## src/common/memconfig_params.svh

```systemverilog
// Address map of the bus subsystem and the data memory depth.
// Ranges are half-open: START is inside, END is the first address outside.
// Include wherever an address is decoded.
`ifndef MEMCONFIG_PARAMS_SVH
`define MEMCONFIG_PARAMS_SVH

// Data memory region
`define DATA_STARTADDR 32'h0000_0000
`define DATA_ENDADDR 32'h0000_3000
`define DM_WORDS 3072

// Whole device window
`define DEV_STARTADDR 32'h0000_7F00
`define DEV_ENDADDR 32'h0000_7F2C

// Timers, three registers each
`define TIMER0_STARTADDR 32'h0000_7F00
`define TIMER0_ENDADDR 32'h0000_7F0C
`define TIMER1_STARTADDR 32'h0000_7F10
`define TIMER1_ENDADDR 32'h0000_7F1C

// Single-word I/O registers
`define LED_ADDR 32'h0000_7F20
`define DIGITALTUBE_ADDR 32'h0000_7F24
`define BUTTONSWITCH_ADDR 32'h0000_7F28

`endif

```

## src/common/busIf.sv

```systemverilog


interface devBusIf;
    logic [31:0] addr;
    logic [31:0] wData;
    logic        we;
    logic [31:0] rData;
    logic        intr;

    modport master (output addr, output wData, output we, input rData, input intr);
    modport slave (input addr, input wData, input we, output rData, output intr);
endinterface

```

## src/design/ioPorts.sv

```systemverilog
// Board I/O behind the south bridge: LED and digital-tube output registers
// and the button-switch input. The switches are sampled once per cycle and
// a change raises the interrupt until the switch address is written.
`timescale 1ns/1ps
`include "memconfig_params.svh"

module ioPorts (
    input  logic        clk,
    input  logic        rstN,
    devBusIf.slave      bus,
    input  logic [31:0] switches,
    output logic [31:0] led,
    output logic [31:0] tube
);

    logic [31:0] ledReg;
    logic [31:0] tubeReg;
    logic [31:0] swReg;
    logic        swChanged;
    logic        selLed;
    logic        selTube;
    logic        selSwitch;

    assign selLed    = (bus.addr == `LED_ADDR);
    assign selTube   = (bus.addr == `DIGITALTUBE_ADDR);
    assign selSwitch = (bus.addr == `BUTTONSWITCH_ADDR);

    always_ff @(posedge clk or negedge rstN) begin
        if (!rstN) begin
            ledReg    <= 32'h0;
            tubeReg   <= 32'h0;
            swReg     <= 32'h0;
            swChanged <= 1'b0;
        end else begin
            if (bus.we && selLed) begin
                ledReg <= bus.wData;
            end
            if (bus.we && selTube) begin
                tubeReg <= bus.wData;
            end
            swReg <= switches;
            // A fresh change beats a clear in the same cycle
            if (switches != swReg) begin
                swChanged <= 1'b1;
            end else if (bus.we && selSwitch) begin
                swChanged <= 1'b0;
            end
        end
    end

    assign bus.rData = selLed    ? ledReg  :
                       selTube   ? tubeReg :
                       selSwitch ? swReg   : 32'h0;
    assign bus.intr  = swChanged;

    assign led  = ledReg;
    assign tube = tubeReg;

endmodule

```

## src/flat_wrapper.sv

```systemverilog
// flat-port wrapper written by rule: the top's interface ports become plain ports
module ioPorts_flat 
  (clk, rstN, switches, led, tube, bus_addr, bus_wData, bus_we, bus_rData, bus_intr);
  devBusIf bus_i ();
  input  logic clk;
  input  logic rstN;
  input  logic [31:0] switches;
  output logic [31:0] led;
  output logic [31:0] tube;
  input wire logic [$bits(bus_i.addr)-1:0] bus_addr;
  input wire logic [$bits(bus_i.wData)-1:0] bus_wData;
  input wire logic [$bits(bus_i.we)-1:0] bus_we;
  output wire logic [$bits(bus_i.rData)-1:0] bus_rData;
  output wire logic [$bits(bus_i.intr)-1:0] bus_intr;
  assign bus_i.addr = bus_addr;
  assign bus_i.wData = bus_wData;
  assign bus_i.we = bus_we;
  assign bus_rData = bus_i.rData;
  assign bus_intr = bus_i.intr;
  ioPorts u_core (.clk(clk), .rstN(rstN), .bus(bus_i), .switches(switches), .led(led), .tube(tube));
endmodule
```

## config.mk

```make
export PLATFORM = sky130hd
export DESIGN_NAME = ioPorts_flat
export DESIGN_NICKNAME = d
export VERILOG_FILES = /design/src/common/busIf.sv /design/src/design/ioPorts.sv /design/src/flat_wrapper.sv
export VERILOG_INCLUDE_DIRS = /design/src /design/src/common
export SDC_FILE = /design/constraint.sdc
export NUM_CORES = 1
export LEC_CHECK = 0
export BUFFER_PORTS_ARGS = -buffer_cell sky130_fd_sc_hd__buf_2
export CORE_ASPECT_RATIO = 0.9
export CORE_MARGIN = 3
export CORE_UTILIZATION = 24
export CTS_CLUSTER_SIZE = 40
export DETAILED_ROUTE_END_ITERATION = 8
export GPL_TIMING_DRIVEN = 0
export PLACE_DENSITY = 0.57
export SLEW_MARGIN = 20
export SYNTH_ARGS = -nofsm -noshare
export SYNTH_HDL_FRONTEND = slang
export SYNTH_SLANG_ARGS = --single-unit
```

## constraint.sdc

```tcl
create_clock -name clk -period 4.8 [get_ports clk]
set_input_delay 0.72 -clock clk [delete_from_list [all_inputs] [get_ports clk]]
set_output_delay 0.72 -clock clk [all_outputs]
set_load 0.01 [all_outputs]
```

-- Word level (Yosys, flattened, before mapping)
Cells that the tools add are included.
- flip-flop bits (word level): 97
- latch bits: 0
- input bits: 99
- memories: 0
- output and inout bits: 97
- ROM bits: 0
- bits in writable memories: 0
- multipliers: 0
- add/subtract/negate cells: 0
- shifts and indexed selects: 0
- $lt $le $gt $ge: 0
- eq/ne operators: 4
- mux-type cells: 5
- reductions and logical operators: 4
- divide/modulo/power cells: 0
- bitwise gates (word level): 0
- operators by type and width (operator ; number):
    $eq 32x15->1 const B ; 3
    $mux 32 ; 3
    $ne 32x32->1 ; 1
    $logic_and 1x1->1 ; 3
    $mux 1 ; 2
    $reduce_bool 2->1 ; 1

-- Depth between registers and ports, before layout
Gate-level depths: netlist of run 1.
- depth after elaboration: 4
- mapped depth: 6
- gate-level depth less buffers: 4

-- Least setup slack after synthesis of run 1
No wires, ideal clock.
- path kind: input to output
- from: input port bus_addr[16]
- to: output port bus_rData[10]
- buffers on the path: 2
- data arrival time: 2.096 ns
- path slack: 1.984 ns
- data required time: 4.080 ns
- cell stages on the path: 6
- path through: nor4_1 nand4_1 or2_2 clkbuf_1 clkbuf_1 nor2_1
- cells in the longest elaborated chain, start to end: 4
- elaborated cells between the ends (all ways): 6
- classes of those cells: eq/ne (3); mux (3)
- ends and longest elaborated chain (item ; RTL line ; RTL):
    from (decl) ; flat_wrapper.sv:10 ; input wire logic [$bits(bus_i.addr)-1:0] bus_addr;
    $eq 32x15->1 (no source line) ; - ;
    $mux 32 ; ioPorts.sv:53 ; selSwitch ? swReg : 32'h0;
    $mux 32 ; ioPorts.sv:52 ; selTube ? tubeReg :
    $mux 32 * ; ioPorts.sv:51 ; assign bus.rData = selLed ? ledReg :
    to (decl) ; flat_wrapper.sv:13 ; output wire logic [$bits(bus_i.rData)-1:0] bus_rData;
Every way passes the cells marked *; elsewhere a longest branch is shown, timed or not.

-- Worst setup path in the final report of run 1
- from: input port bus_addr[16]
- to: output port bus_rData[19]
Same word-level chain as after synthesis.

==> PnR_summary.wiki, run 1 <==
{| class="wikitable"
! Metric !! Value
|-
| Routability-driven placement congestion ratio || 0.7675
|-
| Yosys warnings || 0
|-
| Via-to-Cell Ratio || between 4 and 5
|-
| Area added between synthesis and finish || 35.57%
|-
| Origin of the critical flop-to-flop path || u_core.swReg[20]$_DFF_PN0_
|-
| Share of synthesized registers carrying an async set or reset || 1.000
|-
| Tightest Pin Transition || 0.5936 ns
|-
| Pin count of the biggest net entering global routing || 55
|-
| Share of synthesized area occupied by flip-flops and latches || 0.5374
|-
| Setup fix buffers added after clock tree synthesis || 0
|-
| Slowest CP cell || sky130_fd_sc_hd__or2_2
|-
| Clock transition at path regs || ~0.060 ns
|-
| Number of distinct library cells after synthesis || 24
|-
| Vias in the first global route || around 3800
|-
| Post-synthesis share of cell area spent on full adders, half adders and majority gates || 0
|-
| Maximum cell stage delay along the critical path || between 0.3 and 0.4 ns
|-
| Total number of placement rows || 46
|-
| Required time of the critical path || between 4 and 5 ns
|-
| Total routed wirelength || ~14 mm
|-
| Count of vias placed by the detailed router || around 3600
|-
| Logic pwr share || 0.080
|-
| Crit path kind || input pin to primary output
|-
| Cell types with the largest area share after synthesis || sky130_fd_sc_hd__dfrtp_1, sky130_fd_sc_hd__mux2_2, sky130_fd_sc_hd__mux2i_1, sky130_fd_sc_hd__xnor2_1, sky130_fd_sc_hd__nor2_1
|-
| Die Area || about 21000 µm²
|-
| Number of buffers between clock root and the deepest sink || 2
|-
| Die Width || ~150 µm
|-
| Number of fill cells in the layout || 1874
|-
| Placeable core area || around 18000 µm²
|-
| Startpoint type of the worst setup path || input pin
|-
| Reported leakage power || 3.184 nW
|-
| Switching part of the total power || 0.2370
|-
| Worst setup slack for register-to-register paths || between 3 and 4 ns
|-
| Fraction of power consumed by the clock network || 0.431
|-
| Post-Route Skew || 0.008813 ns
|-
| Post-CTS Hold Buffers || 0
|-
| Flop and latch count out of synthesis || 97
|-
| Count of nets after finishing || 676
|-
| Number of antenna violations at the first check in global routing || 1
|-
| RSZ-0062 raised after global routing || no
|-
| Sequential share of power || 0.489
|-
| Capturing point of the worst reg2reg path || u_core.bus.intr$_DFFE_PN0P_
|-
| Avg Synthesized Cell Area || 12.14 µm²
|-
| Clk sink count || 97
|-
| Final Non-Filler Cells || a little over 800
|-
| Cell Int Power || roughly 1.3 mW
|-
| Post-synth top flop || sky130_fd_sc_hd__dfrtp_1
|-
| Worst slew slack as a fraction of its limit || 0.6043
|-
| Final TNS setup || 0 ns
|-
| Switch Pwr || slightly above 0.4 mW
|-
| Count of instances resized after the clock tree is built || 0
|-
| Power per cell area || 281.0 nW/µm²
|-
| Wire length of the first global-routing pass || around 21 mm
|-
| Hold violation count in the final report || 0
|-
| Worst-skew pair later-pin latency || 0.34 ns
|-
| Mux cell area share after synthesis || 0.2305
|-
| Simple-gate share of the synthesized area || 0.1030
|-
| Syn Inst Count || roughly 370
|-
| Top fanout value on the critical path || 10
|-
| CP Data Arrival Time || between 2 and 3 ns
|-
| Number of CTS-inserted buffers || 9
|-
| Worst slack at placement || around 1.4 ns
|-
| Number of slew-limit violations in the final report || 0
|-
| Count of flip-flops with a built-in enable after synthesis || 0
|-
| Net Count, Synth || around 470
|-
| Vert. Die Dim || 136.1 µm
|-
| Total instance count after detailed placement || 806
|-
| Port bufs || just under 200
|-
| Post-synthesis cell area || around 4500 µm²
|-
| Final Critical Period || ~3.4 ns
|-
| Share of the synthesized area in the top cell type || 0.5374
|-
| Status || complete, no violations
|-
| # H-tree levels || 3
|-
| Number of nets with antenna violations after routing || 0
|-
| Area after DPL || approximately 5800 µm²
|-
| Final HPWL from detailed placement || 11.09 mm
|-
| Library cell occupying the most area in the post-synthesis netlist || sky130_fd_sc_hd__dfrtp_1
|-
| Combinational family with the most area after synthesis || multiplexers
|-
| Number of max-cap violations || 0
|-
| Fraction of layout instances using a drive strength above 1 || 0.4725
|-
| Fraction of the mapped netlist area in compound gates || 0.03712
|-
| Setup-violating endpoint count in the final report || 0
|-
| Final setup margin || ~1.4 ns
|-
| Cell at the root of the clock tree || sky130_fd_sc_hd__clkbuf_16
|-
| Launching instance or port of the critical path || bus_addr[16]
|-
| DRC viols || 0
|-
| GRT overflow || 0
|-
| Design area || between 6000 and 7000 µm²
|-
| Fmax || slightly below 300 MHz
|-
| 1st-pass router iterations || 4
|-
| Max VDD drop || between 0.15 and 0.2 mV
|-
| Nature of the critical path endpoint || primary output
|-
| Violation count after the first detailed-routing iteration || slightly above 80
|-
| Min-delay worst type || input pin to asynchronous set/reset pin
|-
| CTS tree || done
|-
| Wire length per cell || 17.21 µm
|-
| Ordered cell list for the critical path || buf_2 -> nor4_1 -> nand4_1 -> or2_2 -> clkbuf_1 -> clkbuf_1 -> nor2_1 -> buf_2
|-
| Starting Density || 0.2507
|-
| Number of cells on the worst reg-to-reg path || 4
|-
| Synth Area in XOR/XNOR || 0.06205
|-
| All-Layer GR Usage || 0.1364
|-
| Final Util || 0.3399
|-
| Final Cycle Share || 0.7014
|-
| Ports placed on the boundary || between 150 and 200
|}
area by class of cell:
class / instances / area, µm² / area share
buffer: 22 / 131.4 / 0.02145
tap: 240 / 300.3 / 0.04904
timing repair buffer: 194 / 999.7 / 0.1633
antenna: 1 / 2.502 / 0.0004087
sequential: 97 / 2427 / 0.3964
inverter: 1 / 3.754 / 0.0006130
multi-input combinational: 252 / 1954 / 0.3192
clock buffer: 10 / 239.0 / 0.03903
clock inverter: 6 / 65.06 / 0.01063
critical path, delay by kind of cell:
family                 cells  cell delay [ns]
buffers and inverters      4             0.70
AND/OR/NAND/NOR            4             1.22
cell usage in the layout, fill, tap and decap left out, types with 2 or more instances in the layout:
| cell | Yosys | routed |
|---|---|---|
| sky130_fd_sc_hd__a21oi_1 | 32 | 32 |
| sky130_fd_sc_hd__buf_2 | 3 | 195 |
| sky130_fd_sc_hd__buf_6 | 6 | 7 |
| sky130_fd_sc_hd__clkbuf_1 | 13 | 13 |
| sky130_fd_sc_hd__clkbuf_16 | 0 | 9 |
| sky130_fd_sc_hd__clkinv_2 | 0 | 2 |
| sky130_fd_sc_hd__dfrtp_1 | 97 | 97 |
| sky130_fd_sc_hd__mux2_1 | 15 | 15 |
| sky130_fd_sc_hd__mux2_2 | 49 | 49 |
| sky130_fd_sc_hd__mux2i_1 | 32 | 32 |
| sky130_fd_sc_hd__nand4_1 | 9 | 9 |
| sky130_fd_sc_hd__nor2_1 | 65 | 65 |
| sky130_fd_sc_hd__nor4_1 | 5 | 5 |
| sky130_fd_sc_hd__nor4_4 | 2 | 2 |
| sky130_fd_sc_hd__nor4b_2 | 2 | 2 |
| sky130_fd_sc_hd__xnor2_1 | 32 | 32 |
worst max path at each step:
stage | to | slack [ns]
after floorplan | bus_rData[10] | 1.98
after global placement | bus_rData[19] | 1.43
after detailed placement | bus_rData[19] | 1.40
after CTS | bus_rData[19] | 1.39
after global routing | bus_rData[19] | 1.29
final | bus_rData[19] | 1.43
power by group through the flow:
| stage | Sequential (mW) | Combinational (mW) | Clock, mW |
|---|---|---|---|
| 6_report | 0.842 | 0.138 | 0.741 |
| 5_1_grt | 0.843 | 0.152 | 0.809 |
| 4_1_cts | 0.842 | 0.140 | 0.773 |
| 3_5_place_dp | 0.858 | 0.140 | 0 |
| 3_3_place_gp | 0.858 | 0.133 | 0 |
| 2_1_floorplan | 0.855 | 0.0542 | 0 |
registers in the layout (all words and copies together) (netlist names):
name             flops
u_core.led          32
u_core.swReg        32
u_core.tube         32
u_core.bus.intr      1
through the flow:
step	power (mW)	hold WS [ns]
after floorplan	0.9088	0.4244
after global placement	0.9912	0.4864
after detailed placement	0.9976	0.4987
after CTS	1.755	0.2984
after global routing	1.805	0.3134
final	1.721	0.3007
synth_stat cells (2+ instances only):
cell type	number
sky130_fd_sc_hd__dfrtp_1	97
sky130_fd_sc_hd__nor2_1	65
sky130_fd_sc_hd__mux2_2	49
sky130_fd_sc_hd__a21oi_1	32
sky130_fd_sc_hd__mux2i_1	32
sky130_fd_sc_hd__xnor2_1	32
sky130_fd_sc_hd__mux2_1	15
sky130_fd_sc_hd__clkbuf_1	13
sky130_fd_sc_hd__nand4_1	9
sky130_fd_sc_hd__buf_6	6
sky130_fd_sc_hd__nor4_1	5
sky130_fd_sc_hd__buf_2	3
sky130_fd_sc_hd__nor4_4	2
sky130_fd_sc_hd__nor4b_2	2
kinds of logic after synthesis:
logic type                after synthesis
and+or+nand+nor                        91
AOI/OAI and AO/OA                      33
xor gates and xnor gates               32
muxes                                  96
DFF                                    97
buffers and inverters                  23
metal layers:
metal	GRT usage	part of all wire	routed length, µm	up-vias
met5	0	0	0	-
met4	0.03978	0.016	233	0
met3	0.04267	0.069	982	15
met2	0.2262	0.48	6814	110
met1	0.1713	0.43	6133	1741
li1	-	-	-	1693
No activity file was read; power rests on OpenSTA's default activity.
==> run 2, diff against run 1 <==
PLACE_DENSITY = 0.59   (was 0.57)
clock period = 2.9 ns   (was 4.8 ns; I/O delays follow)
==> PnR_summary.wiki, run 2 (synthesized netlist as in run 1, its figures left out) <==
{| class="wikitable"
! Metric !! Value
|-
| Number of nets with antenna violations after routing || 0 (unchanged)
|-
| Power per cell area || 462.7 nW/µm² (+65%)
|-
| Tightest Pin Transition || 0.6185 ns (+0.02489 ns)
|-
| Final setup margin || 0.2396 ns (-1.194 ns)
|-
| Count of vias placed by the detailed router || 3509 (-1.4%)
|-
| Top fanout value on the critical path || 10 (unchanged)
|-
| Number of slew-limit violations in the final report || 0 (unchanged)
|-
| Post-CTS Hold Buffers || 0 (unchanged)
|-
| Die Width || 150.6 µm (unchanged)
|-
| Required time of the critical path || 2.47 ns (-1.61 ns)
|-
| Cell Int Power || 2.188 mW (+67%)
|-
| Number of antenna violations at the first check in global routing || 1 (unchanged)
|-
| CP Data Arrival Time || 2.23 ns (-0.42 ns)
|-
| Final HPWL from detailed placement || 10.82 mm (-2.5%)
|-
| Ports placed on the boundary || 196 (unchanged)
|-
| Worst slack at placement || 0.02096 ns (-1.383 ns)
|-
| Vias in the first global route || 3571 (-6.8%)
|-
| GRT overflow || 0 (unchanged)
|-
| Setup-violating endpoint count in the final report || 0 (unchanged)
|-
| Total number of placement rows || 46 (unchanged)
|-
| Cell at the root of the clock tree || sky130_fd_sc_hd__clkbuf_16
|-
| Vert. Die Dim || 136.1 µm (unchanged)
|-
| All-Layer GR Usage || 0.1376 (+0.001166)
|-
| Commonest non-fill, non-tap cell in the layout || sky130_fd_sc_hd__buf_2
|-
| Number of buffers between clock root and the deepest sink || 2 (unchanged)
|-
| Wire length per cell || 17.05 µm (-0.92%)
|-
| Met2 wire len || 6.512 mm (-4.4%)
|-
| Worst-skew pair later-pin latency || 0.34 ns (about the same)
|-
| Switch Pwr || 0.6478 mW (+59%)
|-
| Total length of routed met3 wires || 838 µm (-15%)
|-
| CTS tree || done
|-
| Nature of the critical path endpoint || primary output
|-
| Count of nets after finishing || 678 (+0.30%)
|-
| Starting Density || 0.2507 (unchanged)
|-
| 1st-pass router iterations || 4 (unchanged)
|-
| Routability-driven placement congestion ratio || 0.6970 (-9.2%)
|-
| Sequential share of power || 0.492 (+0.003)
|-
| Final Util || 0.3403 (+0.0003480)
|-
| Number of CTS-inserted buffers || 9 (unchanged)
|-
| Reported leakage power || 3.194 nW (+0.33%)
|-
| Fraction of layout instances using a drive strength above 1 || 0.4734 (+0.0009048)
|-
| # H-tree levels || 3 (unchanged)
|-
| Clk sink count || 97 (unchanged)
|-
| Pin count of the biggest net entering global routing || 53 (-3.6%)
|-
| RSZ-0062 raised after global routing || no
|-
| Total routed wirelength || 14.03 mm (-0.92%)
|-
| Fraction of power consumed by the clock network || 0.429 (-0.002)
|-
| Violation count after the first detailed-routing iteration || 80 (-1.2%)
|-
| Status || complete, no violations
|-
| Area added between synthesis and finish || 35.71%
|-
| Number of max-cap violations || 0 (unchanged)
|-
| Via-to-Cell Ratio || 4.264 (-1.4%)
|-
| Clock transition at path regs || 0.06 ns (about the same)
|-
| Final TNS setup || 0 ns (unchanged)
|-
| Antenna diode count || 0 (-1)
|-
| Worst slew slack as a fraction of its limit || 0.5877 (-0.01660)
|-
| Logic pwr share || 0.079 (about the same)
|-
| Design area || 6130 µm² (+0.10%)
|-
| Uppermost metal layer occupied by signal nets || met5
|-
| Met1 wire length || 6.526 mm (+6.4%)
|-
| Hold violation count in the final report || 0 (unchanged)
|-
| Final Cycle Share || 0.9174
|-
| Switching part of the total power || 0.2284 (-0.008594)
|-
| Hold Slack || 0.01570 ns (-0.2850 ns)
|-
| Placeable core area || 18010 µm² (unchanged)
|-
| DRC viols || 0 (unchanged)
|-
| Post-Route Skew || 0.004332 ns (-0.004481 ns)
|-
| Die Area || 20500 µm² (unchanged)
|-
| Wire length of the first global-routing pass || 21.05 mm (-0.26%)
|-
| Max VDD drop || 0.2957 mV (+84%)
|-
| Final Critical Period || 2.660 ns
|-
| Fmax || 375.9 MHz
|-
| Launching instance or port of the critical path || bus_addr[7]
|-
| Number of fill cells in the layout || 1821 (-2.8%)
|-
| Commonest non-fill, non-tap cells in the layout || sky130_fd_sc_hd__buf_2, sky130_fd_sc_hd__dfrtp_1, sky130_fd_sc_hd__nor2_1
|-
| Min-delay worst type || input pin to asynchronous set/reset pin
|-
| Crit path kind || input pin to primary output
|-
| Port bufs || 193 (unchanged)
|-
| Origin of the critical flop-to-flop path || u_core.swReg[20]$_DFF_PN0_
|-
| Startpoint type of the worst setup path || input pin
|-
| Area after DPL || 5817 µm² (unchanged)
|}
==> run 2: area by class of cell <==
cell class | instances | area [µm²] | share of cell area
Buffer | 22 | 132.6 | 0.02164
Clock buffer | 12 | 256.5 | 0.04185
Tap cell | 240 | 300.3 | 0.04899
Timing Repair Buffer | 196 | 1015 | 0.1655
Multi-Input combinational cell | 252 | 1954 | 0.3188
Sequential cell | 97 | 2427 | 0.3960
Clock inverter | 3 | 40.04 | 0.006532
Inverter | 1 | 3.754 | 0.0006124
==> run 2: worst paths after layout <==
path,endpoint,slack (ns),depth (start not counted)
max,bus_rData[16],0.24,8
min,u_core.swReg[12]$_DFF_PN0_,0.02,1
max reg2reg,u_core.bus.intr$_DFFE_PN0P_,1.24,4
min reg2reg,u_core.tube[20]$_DFFE_PN0P_,0.51,1
max in group asynchronous,u_core.tube[27]$_DFFE_PN0P_,2.27,2
min in group clk,u_core.swReg[7]$_DFF_PN0_,0.22,1
==> run 2: worst max-delay path: stages <==
cell and delay [ns]:
sky130_fd_sc_hd__buf_2 0.10, sky130_fd_sc_hd__nor4b_2 0.28, sky130_fd_sc_hd__nand4_2 0.24, sky130_fd_sc_hd__or2_2 0.35, sky130_fd_sc_hd__clkbuf_1 0.16, sky130_fd_sc_hd__clkbuf_1 0.30, sky130_fd_sc_hd__nor2_1 0.20, sky130_fd_sc_hd__buf_2 0.15
==> run 2: repair_timing <==
| action | in CTS | in global routing |
|---|---|---|
| endpoints found under the setup margin | 0 | 30 |
| resized for setup | 0 | 2 |
| buffers inserted | 0 | 2 |
==> run 2: through the flow <==
stage | power [mW] | std cells
after global routing | 2.976 | 823
final | 2.836 | 823
after floorplan | 1.504 | 372
after global placement | 1.645 | 805
after detailed placement | 1.652 | 806
after CTS | 2.893 | 821
==> run 2: power by group through the flow <==
stage / combinational (mW) / sequential [mW] / clock (mW)
after floorplan: 0.0897 / 1.41 / 0
after detailed placement: 0.231 / 1.42 / 0
after global routing: 0.253 / 1.40 / 1.33
after CTS: 0.232 / 1.39 / 1.27
final: 0.225 / 1.39 / 1.22
after global placement: 0.225 / 1.42 / 0
==> run 2: metal layers <==
metal	GRT usage	vias to the layer above
met5	0	-
met4	0.03323	2
met3	0.04133	11
met2	0.2147	102
met1	0.1879	1681
li1	-	1713
==> run 3, diff against run 2 <==
CORE_ASPECT_RATIO = 0.75   (was 0.9)
==> PnR_summary.wiki, run 3 (synthesized netlist as in run 1, its figures left out) <==
{| class="wikitable"
! Metric !! Value
|-
| Status || complete, no violations
|-
| Final TNS setup || 0 ns (unchanged)
|-
| Number of slew-limit violations in the final report || 0 (unchanged)
|-
| Pin count of the biggest net entering global routing || 59 (+11%)
|-
| Post-Route Skew || 0.006870 ns (+0.002538 ns)
|-
| Tightest Pin Transition || 0.7446 ns (+0.1262 ns)
|-
| Vert. Die Dim || 124.8 µm (-8.3%)
|-
| Final Cycle Share || 0.9360 (+0.01867)
|-
| GRT overflow || 0 (unchanged)
|-
| Count of vias placed by the detailed router || 3575 (+1.9%)
|-
| Final Util || 0.3426 (+0.002379)
|-
| RSZ-0062 raised after global routing || no
|-
| Total instance count after detailed placement || 808 (+0.25%)
|-
| 1st-pass router iterations || 4 (unchanged)
|-
| Antenna diode count || 0 (unchanged)
|-
| Number of antenna violations at the first check in global routing || 1 (unchanged)
|-
| Port bufs || 193 (unchanged)
|-
| Cell Int Power || 2.261 mW (+3.3%)
|-
| DRC viols || 0 (unchanged)
|-
| Die Width || 164.4 µm (+9.2%)
|-
| Die Area || 20520 µm² (about the same)
|-
| Routability-driven placement congestion ratio || 0.7038 (+0.98%)
|-
| Hold path start || switches[31]
|-
| Nature of the critical path endpoint || primary output
|-
| Startpoint type of the worst setup path || input pin
|-
| Launching instance or port of the critical path || bus_addr[7]
|-
| Combined buffer and inverter count along the critical path || 4 (unchanged)
|-
| Count of nets after finishing || 679 (+0.15%)
|-
| Dominant cell type by count on the critical path || sky130_fd_sc_hd__buf_2
|-
| Clock transition at path regs || 0.07 ns (about the same)
|-
| Critical path capture point || bus_rData[20]
|-
| Commonest non-fill, non-tap cell in the layout || sky130_fd_sc_hd__buf_2
|-
| Hold violation count in the final report || 0 (unchanged)
|-
| Top fanout value on the critical path || 10 (unchanged)
|-
| Final HPWL from detailed placement || 10.80 mm (-0.18%)
|-
| Pwr Total || 2.937 mW (+3.6%)
|-
| Commonest non-fill, non-tap cells in the layout || sky130_fd_sc_hd__buf_2, sky130_fd_sc_hd__dfrtp_1, sky130_fd_sc_hd__nor2_1
|-
| Setup-violating endpoint count in the final report || 0 (unchanged)
|-
| Starting Density || 0.2506 (about the same)
|-
| Total routed wirelength || 14.12 mm (+0.66%)
|-
| Maximum cell stage delay along the critical path || 0.38 ns (+0.03 ns)
|-
| Reported leakage power || 3.210 nW (+0.49%)
|-
| Met1 layer usage reported by global route || 0.1865 (-0.001349)
|-
| Slowest CP cell || sky130_fd_sc_hd__or2_2
|-
| Area added between synthesis and finish || 36.73%
|-
| Origin of the critical flop-to-flop path || u_core.swReg[5]$_DFF_PN0_
|-
| Logic pwr share || 0.078 (about the same)
|-
| Fmax || 368.4 MHz (-2.0%)
|-
| Worst setup slack for register-to-register paths || 1.49 ns (+0.25 ns)
|-
| CTS tree || done
|-
| Number of buffers between clock root and the deepest sink || 2 (unchanged)
|-
| Wire length per cell || 17.08 µm (+0.17%)
|-
| Via-to-Cell Ratio || 4.323 (+1.4%)
|-
| Crit path kind || input pin to primary output
|-
| Wire length of the first global-routing pass || 21.53 mm (+2.3%)
|-
| Busiest metal layer after global routing || met2
|-
| Min-delay worst type || input pin to register
|-
| Violation count after the first detailed-routing iteration || 165 (+110%)
|-
| Number of nets with antenna violations after routing || 0 (unchanged)
|-
| Final Non-Filler Cells || 827 (+0.49%)
|-
| Fraction of power consumed by the clock network || 0.448 (+0.019)
|-
| Vias in the first global route || 3684 (+3.2%)
|-
| All-Layer GR Usage || 0.1388 (+0.001262)
|-
| Switching part of the total power || 0.2302 (+0.001821)
|-
| Clk sink count || 97 (unchanged)
|-
| Fraction of layout instances using a drive strength above 1 || 0.4786 (+0.005219)
|-
| Ports placed on the boundary || 196 (unchanged)
|-
| CP Data Arrival Time || 2.28 ns (+0.05 ns)
|-
| CP Depth || 8 (unchanged)
|-
| Ordered cell list for the critical path || buf_2 -> nor4b_2 -> nand4_2 -> or2_2 -> clkbuf_1 -> clkbuf_2 -> nor2_1 -> buf_2
|-
| Power per cell area || 475.6 nW/µm² (+2.8%)
|-
| Number of CTS-inserted buffers || 9 (unchanged)
|-
| # H-tree levels || 3 (unchanged)
|-
| Worst slack at placement || 0.01398 ns (-0.006977 ns)
|-
| Total number of placement rows || 42 (-8.7%)
|-
| Cell at the root of the clock tree || sky130_fd_sc_hd__clkbuf_16
|-
| Number of cells on the worst reg-to-reg path || 4 (unchanged)
|-
| Sequential share of power || 0.475 (-0.017)
|-
| Final setup margin || 0.1855 ns (-0.05415 ns)
|-
| Number of max-cap violations || 0 (unchanged)
|-
| Top delay family on crit path || simple AND/OR/NAND/NOR gates
|-
| Max VDD drop || 0.2551 mV (-14%)
|-
| Met3 track demand over resource || 0.05020 (+0.008866)
|-
| Switch Pwr || 0.6762 mW (+4.4%)
|-
| Met2 track utilization from global routing || 0.2145 (-0.0002183)
|-
| Final Critical Period || 2.715 ns (+0.05415 ns)
|-
| Worst-skew pair later-pin latency || 0.34 ns (about the same)
|-
| Placeable core area || 18020 µm² (about the same)
|-
| Required time of the critical path || 2.47 ns (about the same)
|-
| Capturing point of the worst reg2reg path || u_core.bus.intr$_DFFE_PN0P_
|-
| Worst slew slack as a fraction of its limit || 0.5036 (-0.08412)
|}
-- run 3: timing repair --
| action | CTS | global route |
|---|---|---|
| buffers inserted | 0 | 2 |
| hold endpoints to repair | 19 | 0 |
| endpoints found under the setup margin | 0 | 30 |
| resized for setup | 0 | 6 |
| hold buffers | 1 | 0 |
-- run 3: through the flow --
stage,hold WS (ns),area [µm²]
after global placement,0.4935,5786
after floorplan,0.1394,4517
final,0.2186,6176
after CTS,0.1947,6157
after global routing,0.1946,6176
after detailed placement,0.3797,5819
-- run 3: power by group through the flow --
stage          sequential [mW]  combinational [mW]  clock (mW)
5_1_grt                   1.40               0.254        1.43
3_3_place_gp              1.42               0.225           0
2_1_floorplan             1.41              0.0897           0
6_report                  1.39               0.228        1.31
4_1_cts                   1.39               0.234        1.37
3_5_place_dp              1.42               0.233           0
-- run 3: cell type report --
cell class                 count  area (µm²)
clock buffer                  10       239.0
multi-input combinational    252        1954
tap                          242       302.8
timing repair buffer         197        1025
buffer                        22       135.1
clock inverter                 6       88.84
sequential                    97        2427
fill                        1853       11850
inverter                       1       3.754
-- run 3: how the worst min path moves through the flow --
stage                                              to  slack [ns]  cells past startpoint
after floorplan           u_core.bus.intr$_DFFE_PN0P_        0.14                      0
final                      u_core.swReg[31]$_DFF_PN0_        0.22                      1
after global placement    u_core.tube[28]$_DFFE_PN0P_        0.49                      1
after global routing        u_core.swReg[4]$_DFF_PN0_        0.19                      1
after detailed placement   u_core.led[23]$_DFFE_PN0P_        0.38                      1
after CTS                   u_core.swReg[4]$_DFF_PN0_        0.19                      1
-- run 3: metal layers --
metal | routed length [µm] | up-vias
li1 | - | 1713
met1 | 6511 | 1728
met2 | 6359 | 124
met3 | 1169 | 8
met4 | 70 | 2
met5 | 13 | -
