==> src/common/memconfig_params.svh <==
// Address map of the bus subsystem and the data memory depth.
// Ranges are half-open: START is inside, END is the first address outside.
// Include wherever an address is decoded.
`ifndef MEMCONFIG_PARAMS_SVH
`define MEMCONFIG_PARAMS_SVH

// Data memory region
`define DATA_STARTADDR 32'h0000_0000
`define DATA_ENDADDR 32'h0000_3000
`define DM_WORDS 3072

// Whole device window
`define DEV_STARTADDR 32'h0000_7F00
`define DEV_ENDADDR 32'h0000_7F2C

// Timers, three registers each
`define TIMER0_STARTADDR 32'h0000_7F00
`define TIMER0_ENDADDR 32'h0000_7F0C
`define TIMER1_STARTADDR 32'h0000_7F10
`define TIMER1_ENDADDR 32'h0000_7F1C

// Single-word I/O registers
`define LED_ADDR 32'h0000_7F20
`define DIGITALTUBE_ADDR 32'h0000_7F24
`define BUTTONSWITCH_ADDR 32'h0000_7F28

`endif

==> src/common/bridge_pkg.sv <==
// Shared types for the memory-mapped bus subsystem.
// Bridges use the region and device enums for address decode.
// The timer uses the mode and register-offset enums.
package bridge_pkg;

    // North bridge target region
    typedef enum logic [1:0] {
        regionDm,
        regionDev,
        regionNone
    } regionT;

    // South bridge target device
    typedef enum logic [2:0] {
        devTimer0,
        devTimer1,
        devLed,
        devTube,
        devSwitch,
        devNone
    } deviceT;

    // Timer mode, ctrl bit 1
    typedef enum logic {
        modeOneShot,
        modeReload
    } timerModeT;

    // Word offset inside a timer, taken from address bits 3:2
    typedef enum logic [1:0] {
        regCtrl   = 2'd0,
        regPreset = 2'd1,
        regCount  = 2'd2
    } timerRegT;

endpackage

==> src/common/busIf.sv <==


interface devBusIf;
    logic [31:0] addr;
    logic [31:0] wData;
    logic        we;
    logic [31:0] rData;
    logic        intr;

    modport master (output addr, output wData, output we, input rData, input intr);
    modport slave (input addr, input wData, input we, output rData, output intr);
endinterface

==> src/timer/timer.sv <==
// Countdown timer with ctrl, preset and count registers.
// ctrl bit 0 enables, bit 1 selects reload mode, bit 3 unmasks the interrupt.
// Writing preset also loads count; count itself is read-only.
// At zero, one-shot mode stops the timer and reload mode restarts from preset.
`timescale 1ns/1ps

module timer (
    input logic    clk,
    input logic    rstN,
    devBusIf.slave bus
);

    bridge_pkg::timerRegT  regSel;
    bridge_pkg::timerModeT mode;
    logic        enable;
    logic        intMask;
    logic        flag;
    logic [31:0] preset;
    logic [31:0] count;
    logic [31:0] ctrlWord;

    assign regSel   = bridge_pkg::timerRegT'(bus.addr[3:2]);
    assign ctrlWord = {28'h0, intMask, 1'b0, mode, enable};

    always_ff @(posedge clk or negedge rstN) begin
        if (!rstN) begin
            enable  <= 1'b0;
            mode    <= bridge_pkg::modeOneShot;
            intMask <= 1'b0;
            flag    <= 1'b0;
            preset  <= 32'h0;
            count   <= 32'h0;
        end else if (bus.we && regSel == bridge_pkg::regCtrl) begin
            // Any ctrl write acknowledges the interrupt
            enable  <= bus.wData[0];
            mode    <= bridge_pkg::timerModeT'(bus.wData[1]);
            intMask <= bus.wData[3];
            flag    <= 1'b0;
        end else if (bus.we && regSel == bridge_pkg::regPreset) begin
            preset <= bus.wData;
            count  <= bus.wData;
        end else if (enable) begin
            if (count == 32'h0) begin
                flag <= 1'b1;
                if (mode == bridge_pkg::modeReload) begin
                    count <= preset;
                end else begin
                    enable <= 1'b0;
                end
            end else begin
                count <= count - 32'd1;
            end
        end
    end

    always_comb begin
        case (regSel)
            bridge_pkg::regCtrl:   bus.rData = ctrlWord;
            bridge_pkg::regPreset: bus.rData = preset;
            bridge_pkg::regCount:  bus.rData = count;
            default:               bus.rData = 32'h0;
        endcase
    end

    assign bus.intr = flag & intMask;

endmodule

==> src/flat_wrapper.sv <==
// flat-port wrapper written by rule: the top's interface ports become plain ports
module timer_flat 
  (clk, rstN, bus_addr, bus_wData, bus_we, bus_rData, bus_intr);
  devBusIf bus_i ();
  input logic clk;
  input logic rstN;
  input wire logic [$bits(bus_i.addr)-1:0] bus_addr;
  input wire logic [$bits(bus_i.wData)-1:0] bus_wData;
  input wire logic [$bits(bus_i.we)-1:0] bus_we;
  output wire logic [$bits(bus_i.rData)-1:0] bus_rData;
  output wire logic [$bits(bus_i.intr)-1:0] bus_intr;
  assign bus_i.addr = bus_addr;
  assign bus_i.wData = bus_wData;
  assign bus_i.we = bus_we;
  assign bus_rData = bus_i.rData;
  assign bus_intr = bus_i.intr;
  timer u_core (.clk(clk), .rstN(rstN), .bus(bus_i));
endmodule
==> config.mk <==
export PLATFORM = sky130hd
export DESIGN_NAME = timer_flat
export DESIGN_NICKNAME = d
export VERILOG_FILES = /design/src/common/memconfig_params.svh /design/src/common/bridge_pkg.sv /design/src/common/busIf.sv /design/src/timer/timer.sv /design/src/flat_wrapper.sv
export SDC_FILE = /design/constraint.sdc
export NUM_CORES = 1
export LEC_CHECK = 0
export BUFFER_PORTS_ARGS = -buffer_cell sky130_fd_sc_hd__buf_4
export CORE_ASPECT_RATIO = 1.4
export CORE_UTILIZATION = 33
export CTS_CLUSTER_DIAMETER = 40
export CTS_CLUSTER_SIZE = 40
export DETAILED_ROUTE_END_ITERATION = 6
export PLACE_DENSITY_LB_ADDON = 0.12
export SYNTH_ARGS = -nofsm -noshare
export SYNTH_HDL_FRONTEND = slang
export SYNTH_SLANG_ARGS = --single-unit
==> constraint.sdc <==
create_clock -name clk -period 2.4 [get_ports clk]
set_clock_uncertainty 0.2 [all_clocks]
set_input_delay 0.24 -clock clk [delete_from_list [all_inputs] [get_ports clk]]
set_output_delay 0.24 -clock clk [all_outputs]
set_load 0.005 [all_outputs]
Yosys cells after proc, flatten, opt, wreduce, memory -nomap -nowiden
Index checks and enable logic that the tools add are counted.
{ "word_totals": {"reg_bits": 68, "latchBits": 0, "mem_bits_rw": 0, "romBits": 0, "in_bits": 67, "output_inout_bits": 33, "elab_cells": 37, "mem_count": 0} }
{ "classes": {"addsub": 1, "n_mul": 0, "div": 0, "n_lt_le_gt_ge": 0, "n_eq_ne": 4, "n_shift": 0, "muxes": 14, "n_bitwise": 2, "reduce_logical": 10} }
{ "ops": {"columns": ["operator", "count"], "rows": [
  ["$mux 32", 4],
  ["$pmux 32 s3", 1],
  ["$logic_not 32->1", 1],
  ["$sub 32x1->32 const B", 1],
  ["$mux 1", 9],
  ["$reduce_and 3->1", 2],
  ["$reduce_bool 2->1", 3],
  ["$ne 3x1->1 const B", 1],
  ["$eq 2x1->1 const B", 1],
  ["$eq 2x2->1 const B", 1],
  ["$logic_and 1x1->1", 2],
  ["$logic_not 2->1", 1],
  ["$ne 2x1->1 const B", 1],
  ["$reduce_and 2->1", 1],
  ["$and 1x1->1", 1],
  ["$not 1->1", 1]
]} }

Longest topological paths before layout
Gate-level depths: netlist of the first run.
{ "depth": {"word_depth": 5, "ltp_mapped": 10, "mapped_depth_nobuf": 8} }

Least setup slack after synthesis of the first run
OpenSTA, ideal clock, no wires.
{ "synth_path": {"path_kind": "register to register", "from": "register u_core.count[9]", "to": "register u_core.count[17]", "setup_ns": 0.126, "t_arrival_ns": 1.865, "required_ns": 2.074, "path_slack_ns": 0.209, "stages_incl_launch_ff": 7, "path_buffers": 0, "synth_period_minus_slack_ns": 2.191, "cell_sequence": "dfrtp_1 > nor4_4 > nand4_4 > nor4b_4 > xnor2_1 > a211oi_1 > a221o_1"} }
{ "synth_between": {"elab_chain_cells": 4, "elab_cells_between_ends": 7, "classes_between": "add/sub: 1; eq/ne: 1; mux: 3; reduce/logical: 2"} }
{ "synth_rtl": {"columns": ["item", "line_no", "source"], "rows": [
  ["start, declared", "timer.sv:19", "logic [31:0] count;"],
  ["start signal, assigned", "timer.sv:41", "count <= bus.wData;"],
  ["start signal, assigned", "timer.sv:46", "count <= preset;"],
  ["start signal, assigned", "timer.sv:51", "count <= count - 32'd1;"],
  ["$sub 32x1->32 / $logic_not 32->1 (equally long branches)", "timer.sv:51, timer.sv:43", null],
  ["$mux 32", "timer.sv:43", "if (count == 32'h0) begin"],
  ["$mux 32", "timer.sv:42", "end else if (enable) begin"],
  ["$mux 32", "timer.sv:39", "end else if (bus.we && regSel == bridge_pkg::regPreset) begin"]
]} }
Parallel ways exist; a longest one is shown, timed or not. The select of a mux whose other input is x is not followed.
A chain may end at the register's enable or synchronous reset.

Final worst setup path of the first run
{ "layout_path": {"from": "register u_core.count[26]", "to": "register u_core.count[12]"} }
{ "layout_between": {"elab_chain_cells": 4, "elab_cells_between_ends": 6, "classes_between": "eq/ne: 1; mux: 3; reduce/logical: 2"} }
{ "layout_rtl": {"columns": ["item", "line_no"], "rows": [
  ["$logic_not 32->1 (*)", "timer.sv:43"],
  ["$mux 32", "timer.sv:43"],
  ["$mux 32", "timer.sv:42"],
  ["$mux 32", "timer.sv:39"]
]} }
Every way passes the cells marked *; elsewhere a longest branch is shown, timed or not. The select of a mux whose other input is x is not followed.

==> results.txt, run 1 <==
Final clock period utilization by the worst path: 0.982
Arrival time worst endpoint: 2.40 ns
Number of max-cap violations: 0
Die Footprint: 13200 µm²
Vias in the first global route: 4322
Static leakage power: 0.00282 µW
Sequential cell area fraction in the yosys report: 0.404
Power consumption: 5110 µW
Worst-case vdd ir drop: 361 µV
Status: complete, no violations
PwrDens: 839 nW/µm²
Placer Congestion: 0.799
Clock edge transition at the registers on the reported setup and hold paths: 0.06 ns
Worst Path Max Fanout: 6
Hold crit path type: input pin to register
Number of rows in the core area: 48
Summed negative setup slack over all endpoints: 0 ns
Number of diodes: 0
Clock Path Buffers: 2
Share of flip-flops with an asynchronous set or reset after synthesis: 1.00
Total vias in the final route: 4358
Final Instance Area: 6090 µm²
TritonCTS sink count: 68
Post-detailed-route count of antenna-violating nets: 0
Input/output buffers: 69
Prevailing post-synth register cell: sky130_fd_sc_hd__dfrtp_1
Initial DRT Pass Iterations: 4
Data required, critical path: 2.45 ns
Most Frequent Cell on Critical Path: sky130_fd_sc_hd__buf_6
Global-route total usage across every layer: 0.216
Fin. max-slew vios: 0
Total Routed Length: 14100 µm
Post-synthesis register bit count: 68
Area added between synthesis and finish: 44.5%
Post-detailed-route via-to-cell ratio: 5.37
Sequential group share of total power: 0.353
First-pass GRT wire length: 22300 µm
HPWL after detailed placement: 9240 µm
Synthesized net count: 583
Share of power burned in the clock network: 0.253
Timing-limited maximum frequency: 425 MHz
DRC violation count after routing: 0
Instance area at placement: 5260 µm²
Post-synthesis instance area: 4210 µm²
Area fraction in compound gates after synthesis: 0.207
Latest clock arrival within the worst-skew pair: 0.33 ns
Setup slack after placement: -0.0390 ns
Number of violations reported at the end of detailed-routing iteration 0: 189
Final setup margin: 0.0443 ns
Crit Path Class: register to register
Starting utilization of the core area: 0.340
Total count of hold-check failures in the final report: 0
Count of unique library cells instantiated by Yosys: 55
Clock tree from TritonCTS: built
Ratio of cells with drive above 1 in the final layout: 0.290
Part of the power in combinational logic: 0.394
Combinational family with the most area after synthesis: simple AND/OR/NAND/NOR gates
Post-synthesis xor/xnor area fraction: 0.0437
Number of nets in the final layout: 726
Yosys warning count: 0
Clk root buf: sky130_fd_sc_hd__clkbuf_16
Endpoint kind of the worst setup timing path: register
Switching fraction of total power: 0.359
Cell at the slowest stage of the critical path: sky130_fd_sc_hd__dfrtp_1
Die outline width: 97.5 µm
I/O pin cnt: 100
Count of flip-flops with a built-in enable after synthesis: 0
Critical Path Max Stage Delay: 0.38 ns
Max-slew headroom at the worst pin: 0.382
Minimum period implied by the final worst setup slack: 2.36 ns
Int Pwr: 3270 µW
Height of the die: 136 µm
H-tree level count: 3
Critical path cell sequence: nor4_2 > buf_4 > and4_4 > buf_6 > nand4_1 > a21oi_4 > buf_6 > clkbuf_16 > nand2_2 > o211ai_1
Hold slack final: 0.0773 ns
Setup-failing EPs final: 0
Antenna violations before repair: 0
Mux contribution to synthesized area: 0.00980
Power spent charging and discharging nets: 1830 µW
Routed length per instance: 17.4 µm
Sum of overflow across all layers after global routing: 0
Maximum number of pins on one net before global-route repair: 69
Setup repair after global routing missed its margin: true
Syn Inst Count: 514
Area share of and/or/nand/nor cells after synthesis: 0.286
Core area: 12400 µm²
Synthesized area per cell: 8.19 µm²
Worst slew pin tran: 0.926 ns
Critical Path Start Type: register
Total CTS buffers: 9
Adder-cell area share of the yosys netlist: 0.00594
==> power by group through the flow <==
| stage | clock network [µW] | registers (µW) | logic [µW] |
|---|---|---|---|
| CTS | 1320 | 1770 | 1880 |
| finish | 1290 | 1800 | 2010 |
| global placement | 0 | 1780 | 1810 |
| floorplan | 0 | 1700 | 1080 |
| detailed placement | 0 | 1790 | 1830 |
| global route | 1370 | 1840 | 2230 |
==> kinds of logic (layout without fill, tap and decap cells) <==
family,count (synthesis),count (layout)
AND/OR/NAND/NOR,252,252
AO/OA/AOI/OAI,124,124
flip-flops,68,68
buffers and inverters,43,190
XOR/XNOR,21,21
multiplexers,4,4
adder cells (fa/ha/maj),2,2
==> layer usage <==
| metal | vias to the layer above | global-route usage | share of wire |
|---|---|---|---|
| li1 | 2133 | - | - |
| met1 | 2120 | 0.264 | 0.44 |
| met2 | 96 | 0.385 | 0.52 |
| met3 | 9 | 0.0351 | 0.032 |
| met4 | 0 | 0.0711 | 0.011 |
| met5 | - | 0 | 0 |
==> cells in the mapped netlist, drive strengths merged, types with 2 or more instances <==
library cell | instances | area share
o211ai | 14 | 0.025
and4 | 3 | 0.0062
nor2 | 39 | 0.035
nor3b | 2 | 0.0048
ha | 2 | 0.0059
a22oi | 3 | 0.0053
nand3 | 12 | 0.014
o21ai | 21 | 0.025
a31oi | 22 | 0.033
nor3 | 16 | 0.021
or4 | 2 | 0.0036
and3 | 2 | 0.0030
xnor2 | 3 | 0.0062
clkbuf | 21 | 0.019
nor2b | 5 | 0.0074
or3 | 6 | 0.0092
dfrtp | 68 | 0.40
a21oi | 16 | 0.020
nand2 | 134 | 0.12
a221o | 4 | 0.0095
a2bb2oi | 2 | 0.0042
inv | 5 | 0.0045
nand2b | 2 | 0.0030
nor4b | 3 | 0.0098
mux2i | 3 | 0.0071
a22o | 30 | 0.063
nand4 | 8 | 0.015
nor4 | 12 | 0.023
nand4b | 2 | 0.0042
a211oi | 6 | 0.011
xor2 | 18 | 0.037
buf | 17 | 0.020
and2 | 3 | 0.0048
==> metrics by stage <==
stage / util / instances
after global routing: 0.492 / 811
final: 0.492 / 811
after global placement: 0.425 / 755
after detailed placement: 0.425 / 755
after floorplan: - / 514
after CTS: 0.476 / 803
==> flip-flops by register name (all words and copies together), names as in the netlist <==
| register | flops |
|---|---|
| u_core.preset | 32 |
| u_core.flag | 1 |
| u_core.mode | 1 |
| u_core.enable | 1 |
| u_core.intMask | 1 |
| u_core.count | 32 |
==> repair_timing <==
action | in CTS | in global routing
pin swaps | 1 | 16
setup endpoints to repair | 2 | 31
setup buffers | 0 | 6
endpoints found under the hold margin | 125 | 0
resized for setup | 1 | 32
gates cloned | 0 | 2
hold buffers | 33 | 0
==> worst paths after layout <==
path	start	end	slack, ns	depth (start not counted)
min in group asynchronous	rstN	u_core.preset[25]$_DFFE_PN0P_	0.39	2
setup reg to reg	u_core.count[26]$_DFFE_PN0P_	u_core.count[12]$_DFFE_PN0P_	0.04	10
setup / recovery	u_core.count[26]$_DFFE_PN0P_	u_core.count[12]$_DFFE_PN0P_	0.04	10
hold / removal	bus_addr[2]	u_core.mode$_DFFE_PN0P_	0.08	4
max in group asynchronous	rstN	u_core.count[21]$_DFFE_PN0P_	0.95	2
hold reg to reg	u_core.preset[4]$_DFFE_PN0P_	u_core.preset[4]$_DFFE_PN0P_	0.30	2
==> layout make-up <==
cell class	instances	area [µm²]
inverters	5	18.8
clock inverters	1	5.00
repair buffers	170	1450
fillers	1218	6280
multi-input cells	403	2430
well taps	150	188
clock buffers	14	284
flip-flops and latches	68	1710
==> cells in the final DEF, fill, tap and decap left out, types with 7 or more instances in the layout <==
cell	n
sky130_fd_sc_hd__a21oi_1	15
sky130_fd_sc_hd__a22o_1	29
sky130_fd_sc_hd__a31oi_1	22
sky130_fd_sc_hd__buf_4	127
sky130_fd_sc_hd__clkbuf_16	10
sky130_fd_sc_hd__dfrtp_1	65
sky130_fd_sc_hd__dlygate4sd3_1	33
sky130_fd_sc_hd__nand2_1	122
sky130_fd_sc_hd__nand2_2	12
sky130_fd_sc_hd__nand3_1	11
sky130_fd_sc_hd__nand4_1	7
sky130_fd_sc_hd__nor2_1	39
sky130_fd_sc_hd__nor3_1	13
sky130_fd_sc_hd__nor4_1	7
sky130_fd_sc_hd__o211ai_1	14
sky130_fd_sc_hd__o21ai_0	19
sky130_fd_sc_hd__xor2_1	18
==> critical path: cells and delay by family (launching register included) <==
kind / cells / cell delay (ns)
AO/OA/AOI/OAI: 2 / 0.35
buffers and inverters: 4 / 0.57
flip-flops: 1 / 0.38
AND/OR/NAND/NOR: 4 / 0.74
Power figures use the tool's default switching activity.
==> inputs of run 2 (changes only) <==
Settings changed: BUFFER_PORTS_ARGS -buffer_cell sky130_fd_sc_hd__buf_4 to -buffer_cell sky130_fd_sc_hd__buf_2.
==> run 2 against run 1 <==
Effect of this change:
- hold slack gained 0.025 ns
- cell area fell by 2.6%
- clock-buffer cell count is 2 lower
- critical endpoint is now u_core.count[17]$_DFFE_PN0P_
- largest cell class unchanged
- largest power group unchanged
==> results.txt, run 2 (same netlist as run 1, synthesis figures left out) <==
Status: complete, no violations
Final setup margin: 0.0736 ns
Setup repair after global routing missed its margin: true
Worst-case vdd ir drop: 352 µV
Minimum period implied by the final worst setup slack: 2.33 ns
Commonest cells after routing, fill and taps aside: sky130_fd_sc_hd__nand2_1 (133), sky130_fd_sc_hd__buf_2 (69), sky130_fd_sc_hd__dfrtp_1 (67)
H-tree level count: 3
Count of placed standard cells in the final layout, fillers left out: 812
Total vias in the final route: 4328
Clock Path Buffers: 2
Number of rows in the core area: 48
Post-detailed-route count of antenna-violating nets: 0
Worst Path Max Fanout: 12
Ratio of cells with drive above 1 in the final layout: 0.276
DRC violation count after routing: 0
Static leakage power: 0.00279 µW
HPWL after detailed placement: 9670 µm
Latest clock arrival within the worst-skew pair: 0.34 ns
Final core occ: 0.479
Arrival time worst endpoint: 2.35 ns
Vias in the first global route: 4337
Critical Path Start Type: register
Starting utilization of the core area: 0.340
Number of violations reported at the end of detailed-routing iteration 0: 207
Initial DRT Pass Iterations: 4
Maximum number of pins on one net before global-route repair: 69
Number of placed instances, taps included: 763
Routed length per instance: 17.3 µm
Max-slew headroom at the worst pin: 0.717
Placer Congestion: 0.837
Clock edge transition at the registers on the reported setup and hold paths: 0.06 ns
Data required, critical path: 2.42 ns
Clk root buf: sky130_fd_sc_hd__clkbuf_16
Total CTS buffers: 9
Hold slack final: 0.102 ns
Most common cell after layout, fill and taps aside: sky130_fd_sc_hd__nand2_1
Registers with the highest flip-flop counts: u_core.count x32, u_core.preset x32
Antenna violations before repair: 0
Die outline width: 97.5 µm
Total Routed Length: 14000 µm
Final clock period utilization by the worst path: 0.969
Sum of overflow across all layers after global routing: 0
Timing-limited maximum frequency: 430 MHz
Number of max-cap violations: 0
Fin. max-slew vios: 0
Crit Path Class: register to register
Worst slew pin tran: 0.421 ns
First-pass GRT wire length: 22800 µm
Number of nets in the final layout: 726
I/O pin cnt: 100
Setup-failing EPs final: 0
Count of fill cells added during filler insertion: 1232
Total count of hold-check failures in the final report: 0
Die Footprint: 13200 µm²
PwrDens: 890 nW/µm²
Input/output buffers: 69
Clock tree from TritonCTS: built
TritonCTS sink count: 68
Global-route total usage across every layer: 0.223
Post-detailed-route via-to-cell ratio: 5.33
Area added between synthesis and finish: 40.8%
Core area: 12400 µm²
Hold crit path type: input pin to register
Endpoint kind of the worst setup timing path: register
Height of the die: 136 µm
Power consumption: 5280 µW
Setup slack after placement: -0.00383 ns
Number of diodes: 0
run 2: changes by cell type in the layout (fill, tap and decap cells not counted), moves of 3 or more:
cell,delta
sky130_fd_sc_hd__buf_2,+69
sky130_fd_sc_hd__buf_4,-67
sky130_fd_sc_hd__nand2_1,+11
sky130_fd_sc_hd__nand2_2,-11
sky130_fd_sc_hd__bufinv_16,+3
sky130_fd_sc_hd__nor3_2,+3
run 2: metrics by stage:
step	setup TNS, ns	cell area (µm²)
finish	0	5930
global route	-0.279	5930
CTS	0	5870
detailed placement	-0.00383	5170
global placement	0	5170
floorplan	0	4210
run 2: final timing paths:
| check | startpoint | to | slack (ns) | depth (start not counted) |
|---|---|---|---|---|
| setup / recovery | u_core.count[0]$_DFFE_PN0P_ | u_core.count[17]$_DFFE_PN0P_ | 0.07 | 9 |
| hold / removal | bus_addr[2] | u_core.mode$_DFFE_PN0P_ | 0.10 | 3 |
| setup reg to reg | u_core.count[0]$_DFFE_PN0P_ | u_core.count[17]$_DFFE_PN0P_ | 0.07 | 9 |
| hold reg to reg | u_core.preset[2]$_DFFE_PN0P_ | u_core.preset[2]$_DFFE_PN0P_ | 0.30 | 2 |
| max in group asynchronous | rstN | u_core.count[21]$_DFFE_PN0P_ | 1.38 | 3 |
| min in group asynchronous | rstN | u_core.preset[23]$_DFFE_PN0P_ | 0.24 | 3 |
run 2: per-layer routing:
metal | track usage | vias up | part of all wire
li1 | - | 2130 | -
met1 | 0.270 | 2091 | 0.43
met2 | 0.388 | 88 | 0.51
met3 | 0.0330 | 19 | 0.033
met4 | 0.103 | 0 | 0.020
met5 | 0 | - | 0
run 2: report_power, final:
| part | internal [µW] | switching, µW | leakage [µW] |
|---|---|---|---|
| clock network | 1070 | 513 | 0.000173 |
| logic | 952 | 952 | 0.00178 |
| registers | 1430 | 353 | 0.000838 |
| total | 3460 | 1820 | 0.00279 |
run 2: timing repair:
action                                  in CTS  in global routing
hold buffers                                33                  0
endpoints found under the setup margin       8                 30
pin swaps                                    0                  4
gates resized for setup                      3                 15
buffers inserted                             0                  0
hold endpoints to repair                   125                  0
run 2: critical path: stages, from the launching register on:
cell and delay (ns):
sky130_fd_sc_hd__dfrtp_1 0.39, sky130_fd_sc_hd__inv_1 0.09, sky130_fd_sc_hd__ha_1 0.16, sky130_fd_sc_hd__nor2b_2 0.19, sky130_fd_sc_hd__and4_1 0.30, sky130_fd_sc_hd__nand3_2 0.17
sky130_fd_sc_hd__buf_4 0.22, sky130_fd_sc_hd__a21oi_1 0.13, sky130_fd_sc_hd__a211oi_1 0.07, sky130_fd_sc_hd__a221o_1 0.27
run 2: layout make-up:
cell class	count	area (µm²)	area share
Multi-Input combinational cell	403	2400	0.405
Sequential cell	68	1700	0.287
Timing Repair Buffer	170	1270	0.214
Clock buffer	12	256	0.0432
Tap cell	150	188	0.0316
Clock inverter	4	95.1	0.0160
Inverter	5	18.8	0.00316
==> inputs of run 3 (changes only) <==
Settings changed: ABC_AREA set to 1.
==> run 3 against run 2 <==
Effect of this change:
- core utilization decreased by 4.8 points
- total power is 11% higher
- register-to-register slack better by 0.16 ns
- fmax is 7.2% higher
- largest power group unchanged
- critical endpoint is now u_core.count[31]$_DFFE_PN0P_
- clock power shrank 22%
- clock-buffer cell count grew 1
- critical path depth rose by 2
==> results.txt, run 3 <==
Status: complete, no violations
Post-CTS setup-driven buffer insertion count: 0
Antenna violations before repair: 0
Clock edge transition at the registers on the reported setup and hold paths: 0.05 ns
Count of placed standard cells in the final layout, fillers left out: 1016
Number of diodes: 0
Input/output buffers: 69
Post-detailed-route via-to-cell ratio: 4.72
Hold crit path type: input pin to register
Commonest cells after routing, fill and taps aside: sky130_fd_sc_hd__nand2_1 (256), sky130_fd_sc_hd__inv_1 (86), sky130_fd_sc_hd__buf_2 (69)
Number of violations reported at the end of detailed-routing iteration 0: 192
TritonCTS sink count: 68
Total vias in the final route: 4791
Prevailing post-synth register cell: sky130_fd_sc_hd__dfrtp_1
Number of nets in the final layout: 896
Minimum period implied by the final worst setup slack: 2.17 ns
Syn Inst Count: 712
Post-synthesis register bit count: 68
Static leakage power: 0.00317 µW
Count of flip-flops with a built-in enable after synthesis: 0
Vias in the first global route: 4885
DRC violation count after routing: 0
First-pass GRT wire length: 24200 µm
H-tree level count: 3
Sum of overflow across all layers after global routing: 0
Most common cell after layout, fill and taps aside: sky130_fd_sc_hd__nand2_1
Final setup margin: 0.230 ns
Most used standard cell by instance count after synthesis: sky130_fd_sc_hd__nand2_1
Number of rows in the core area: 51
Most frequent cells after synthesis: sky130_fd_sc_hd__nand2_1 (256), sky130_fd_sc_hd__inv_1 (86), sky130_fd_sc_hd__dfrtp_1 (68)
Registers with the highest flip-flop counts: u_core.count x32, u_core.preset x32
Synthesized area per cell: 6.62 µm²
Core area: 13900 µm²
Area fraction of the dominant cell type after synthesis: 0.361
Power spent charging and discharging nets: 2550 µW
Endpoint kind of the worst setup timing path: register
Synthesized net count: 781
Worst-case vdd ir drop: 379 µV
Int Pwr: 3280 µW
Timing-limited maximum frequency: 461 MHz
Fin. max-slew vios: 0
Crit Path Class: register to register
Max-slew headroom at the worst pin: 0.688
Die Footprint: 14800 µm²
Ratio of cells with drive above 1 in the final layout: 0.185
Met3 Resource Use GR: 0.0268
Synth area leaders: sky130_fd_sc_hd__dfrtp_1 (36%), sky130_fd_sc_hd__nand2_1 (20%), sky130_fd_sc_hd__inv_1 (6.8%), sky130_fd_sc_hd__nand3_1 (6.7%), sky130_fd_sc_hd__o21ai_0 (5.6%)
Global-route total usage across every layer: 0.215
Share of flip-flops with an asynchronous set or reset after synthesis: 1.00
Part of the power in combinational logic: 0.465
Starting utilization of the core area: 0.339
Count of unique library cells instantiated by Yosys: 38
Setup repair after global routing missed its margin: false
Switching fraction of total power: 0.437
Summed negative setup slack over all endpoints: 0 ns
Placer Congestion: 0.914
Sequential group share of total power: 0.323
Latest clock arrival within the worst-skew pair: 0.34 ns
Initial DRT Pass Iterations: 4
Die outline width: 103 µm
Final clock period utilization by the worst path: 0.904
Maximum number of pins on one net before global-route repair: 69
Count of fill cells added during filler insertion: 1521
Clock tree from TritonCTS: built
Total count of hold-check failures in the final report: 0
Post-synthesis instance area: 4710 µm²
Clock Path Buffers: 2
Total Routed Length: 14800 µm
HPWL after detailed placement: 10900 µm
Arrival time worst endpoint: 2.25 ns
Power consumption: 5840 µW
Setup slack after placement: 0.181 ns
Setup-failing EPs final: 0
Worst slew pin tran: 0.467 ns
Routed length per instance: 14.6 µm
Share of power burned in the clock network: 0.212
Total CTS buffers: 9
Sequential cell area fraction in the yosys report: 0.361
Data required, critical path: 2.48 ns
Worst Path Max Fanout: 12
Reg-to-reg slack, setup: 0.23 ns
Area added between synthesis and finish: 27.3%
Clk root buf: sky130_fd_sc_hd__clkbuf_16
Number of placed instances, taps included: 968
Routing usage on met1: 0.266
PwrDens: 973 nW/µm²
Post-synth top area cell: sky130_fd_sc_hd__dfrtp_1
Height of the die: 143 µm
I/O pin cnt: 100
Yosys warning count: 0
Post-detailed-route count of antenna-violating nets: 0
Number of max-cap violations: 0
Critical Path Start Type: register
Met2 track demand over resource in global routing: 0.373
GR peak layer: met2
Final core occ: 0.431
run 3: changes by cell type in the layout (fill, tap and decap cells not counted), sizes merged, moves of 12 or more:
cell and change:
a22o -30, a31oi -21, nor2 +44, o22ai +20, o21ai +32, o211ai -14
nand3 +55, nor4 -12, buf -41, nor3 -15, nand2 +128, inv +83
run 3: worst max-delay path, cell delays in order, from the launching register on:
cell and delay [ns]:
sky130_fd_sc_hd__dfrtp_1 0.40, sky130_fd_sc_hd__inv_1 0.12, sky130_fd_sc_hd__ha_1 0.18, sky130_fd_sc_hd__inv_1 0.04
sky130_fd_sc_hd__nor2_1 0.11, sky130_fd_sc_hd__and2_1 0.14, sky130_fd_sc_hd__nand3_1 0.14, sky130_fd_sc_hd__inv_1 0.08
sky130_fd_sc_hd__nand2_1 0.28, sky130_fd_sc_hd__nand3_1 0.21, sky130_fd_sc_hd__nand2_1 0.08, sky130_fd_sc_hd__a21oi_2 0.13
run 3: metal layers:
layer | up-vias | wire length, µm
li1 | 2483 | -
met1 | 2194 | 6680
met2 | 95 | 7390
met3 | 19 | 438
met4 | 0 | 332
met5 | - | 0
run 3: power groups by stage:
stage | clock, µW | combinational, µW | sequential, µW
2_1_floorplan | 0 | 1860 | 1820
3_3_place_gp | 0 | 2650 | 1890
3_5_place_dp | 0 | 2680 | 1900
4_1_cts | 1280 | 2740 | 1890
5_1_grt | 1310 | 3110 | 1940
6_report | 1240 | 2710 | 1890
run 3: final timing paths:
| path | start | end | cells after the start |
|---|---|---|---|
| setup / recovery | u_core.count[1]$_DFFE_PN0P_ | u_core.count[31]$_DFFE_PN0P_ | 11 |
| hold / removal | bus_we | u_core.intMask$_DFFE_PN0P_ | 4 |
| setup reg to reg | u_core.count[1]$_DFFE_PN0P_ | u_core.count[31]$_DFFE_PN0P_ | 11 |
| hold reg to reg | u_core.preset[28]$_DFFE_PN0P_ | u_core.preset[28]$_DFFE_PN0P_ | 2 |
| max in group asynchronous | rstN | u_core.count[23]$_DFFE_PN0P_ | 3 |
| min in group asynchronous | rstN | u_core.preset[6]$_DFFE_PN0P_ | 3 |
run 3: logic make-up (layout without fill, tap and decap cells):
logic type | after synthesis | in the layout | share of synthesized area
xor gates and xnor gates | 10 | 10 | 0.0186
DFF | 68 | 68 | 0.361
and+or+nand+nor | 421 | 421 | 0.394
adders and majority gates | 2 | 2 | 0.00531
buffers and inverters | 114 | 233 | 0.101
AOI/OAI and AO/OA | 97 | 97 | 0.120
run 3: cell type report:
| type | count | area, µm² | area share |
|---|---|---|---|
| Multi-Input combinational cell | 530 | 2540 | 0.424 |
| Sequential cell | 68 | 1700 | 0.284 |
| Timing Repair Buffer | 129 | 916 | 0.153 |
| Inverter | 89 | 337 | 0.0561 |
| Clock buffer | 13 | 260 | 0.0434 |
| Tap cell | 185 | 231 | 0.0386 |
| Clock inverter | 2 | 10.0 | 0.00167 |
run 3: stage by stage:
step,area [µm²],hold slack [ns]
4_1_cts,6000,0.00968
6_report,6000,0.0147
5_1_grt,6000,0.0821
3_3_place_gp,5400,0.110
3_5_place_dp,5400,0.107
2_1_floorplan,4710,-0.256
run 3: timing repair:
item                                    in CTS  in global routing
hold buffers                                33                  0
hold endpoints to repair                   115                  0
endpoints found under the setup margin       0                  1
gates resized for setup                      0                  1
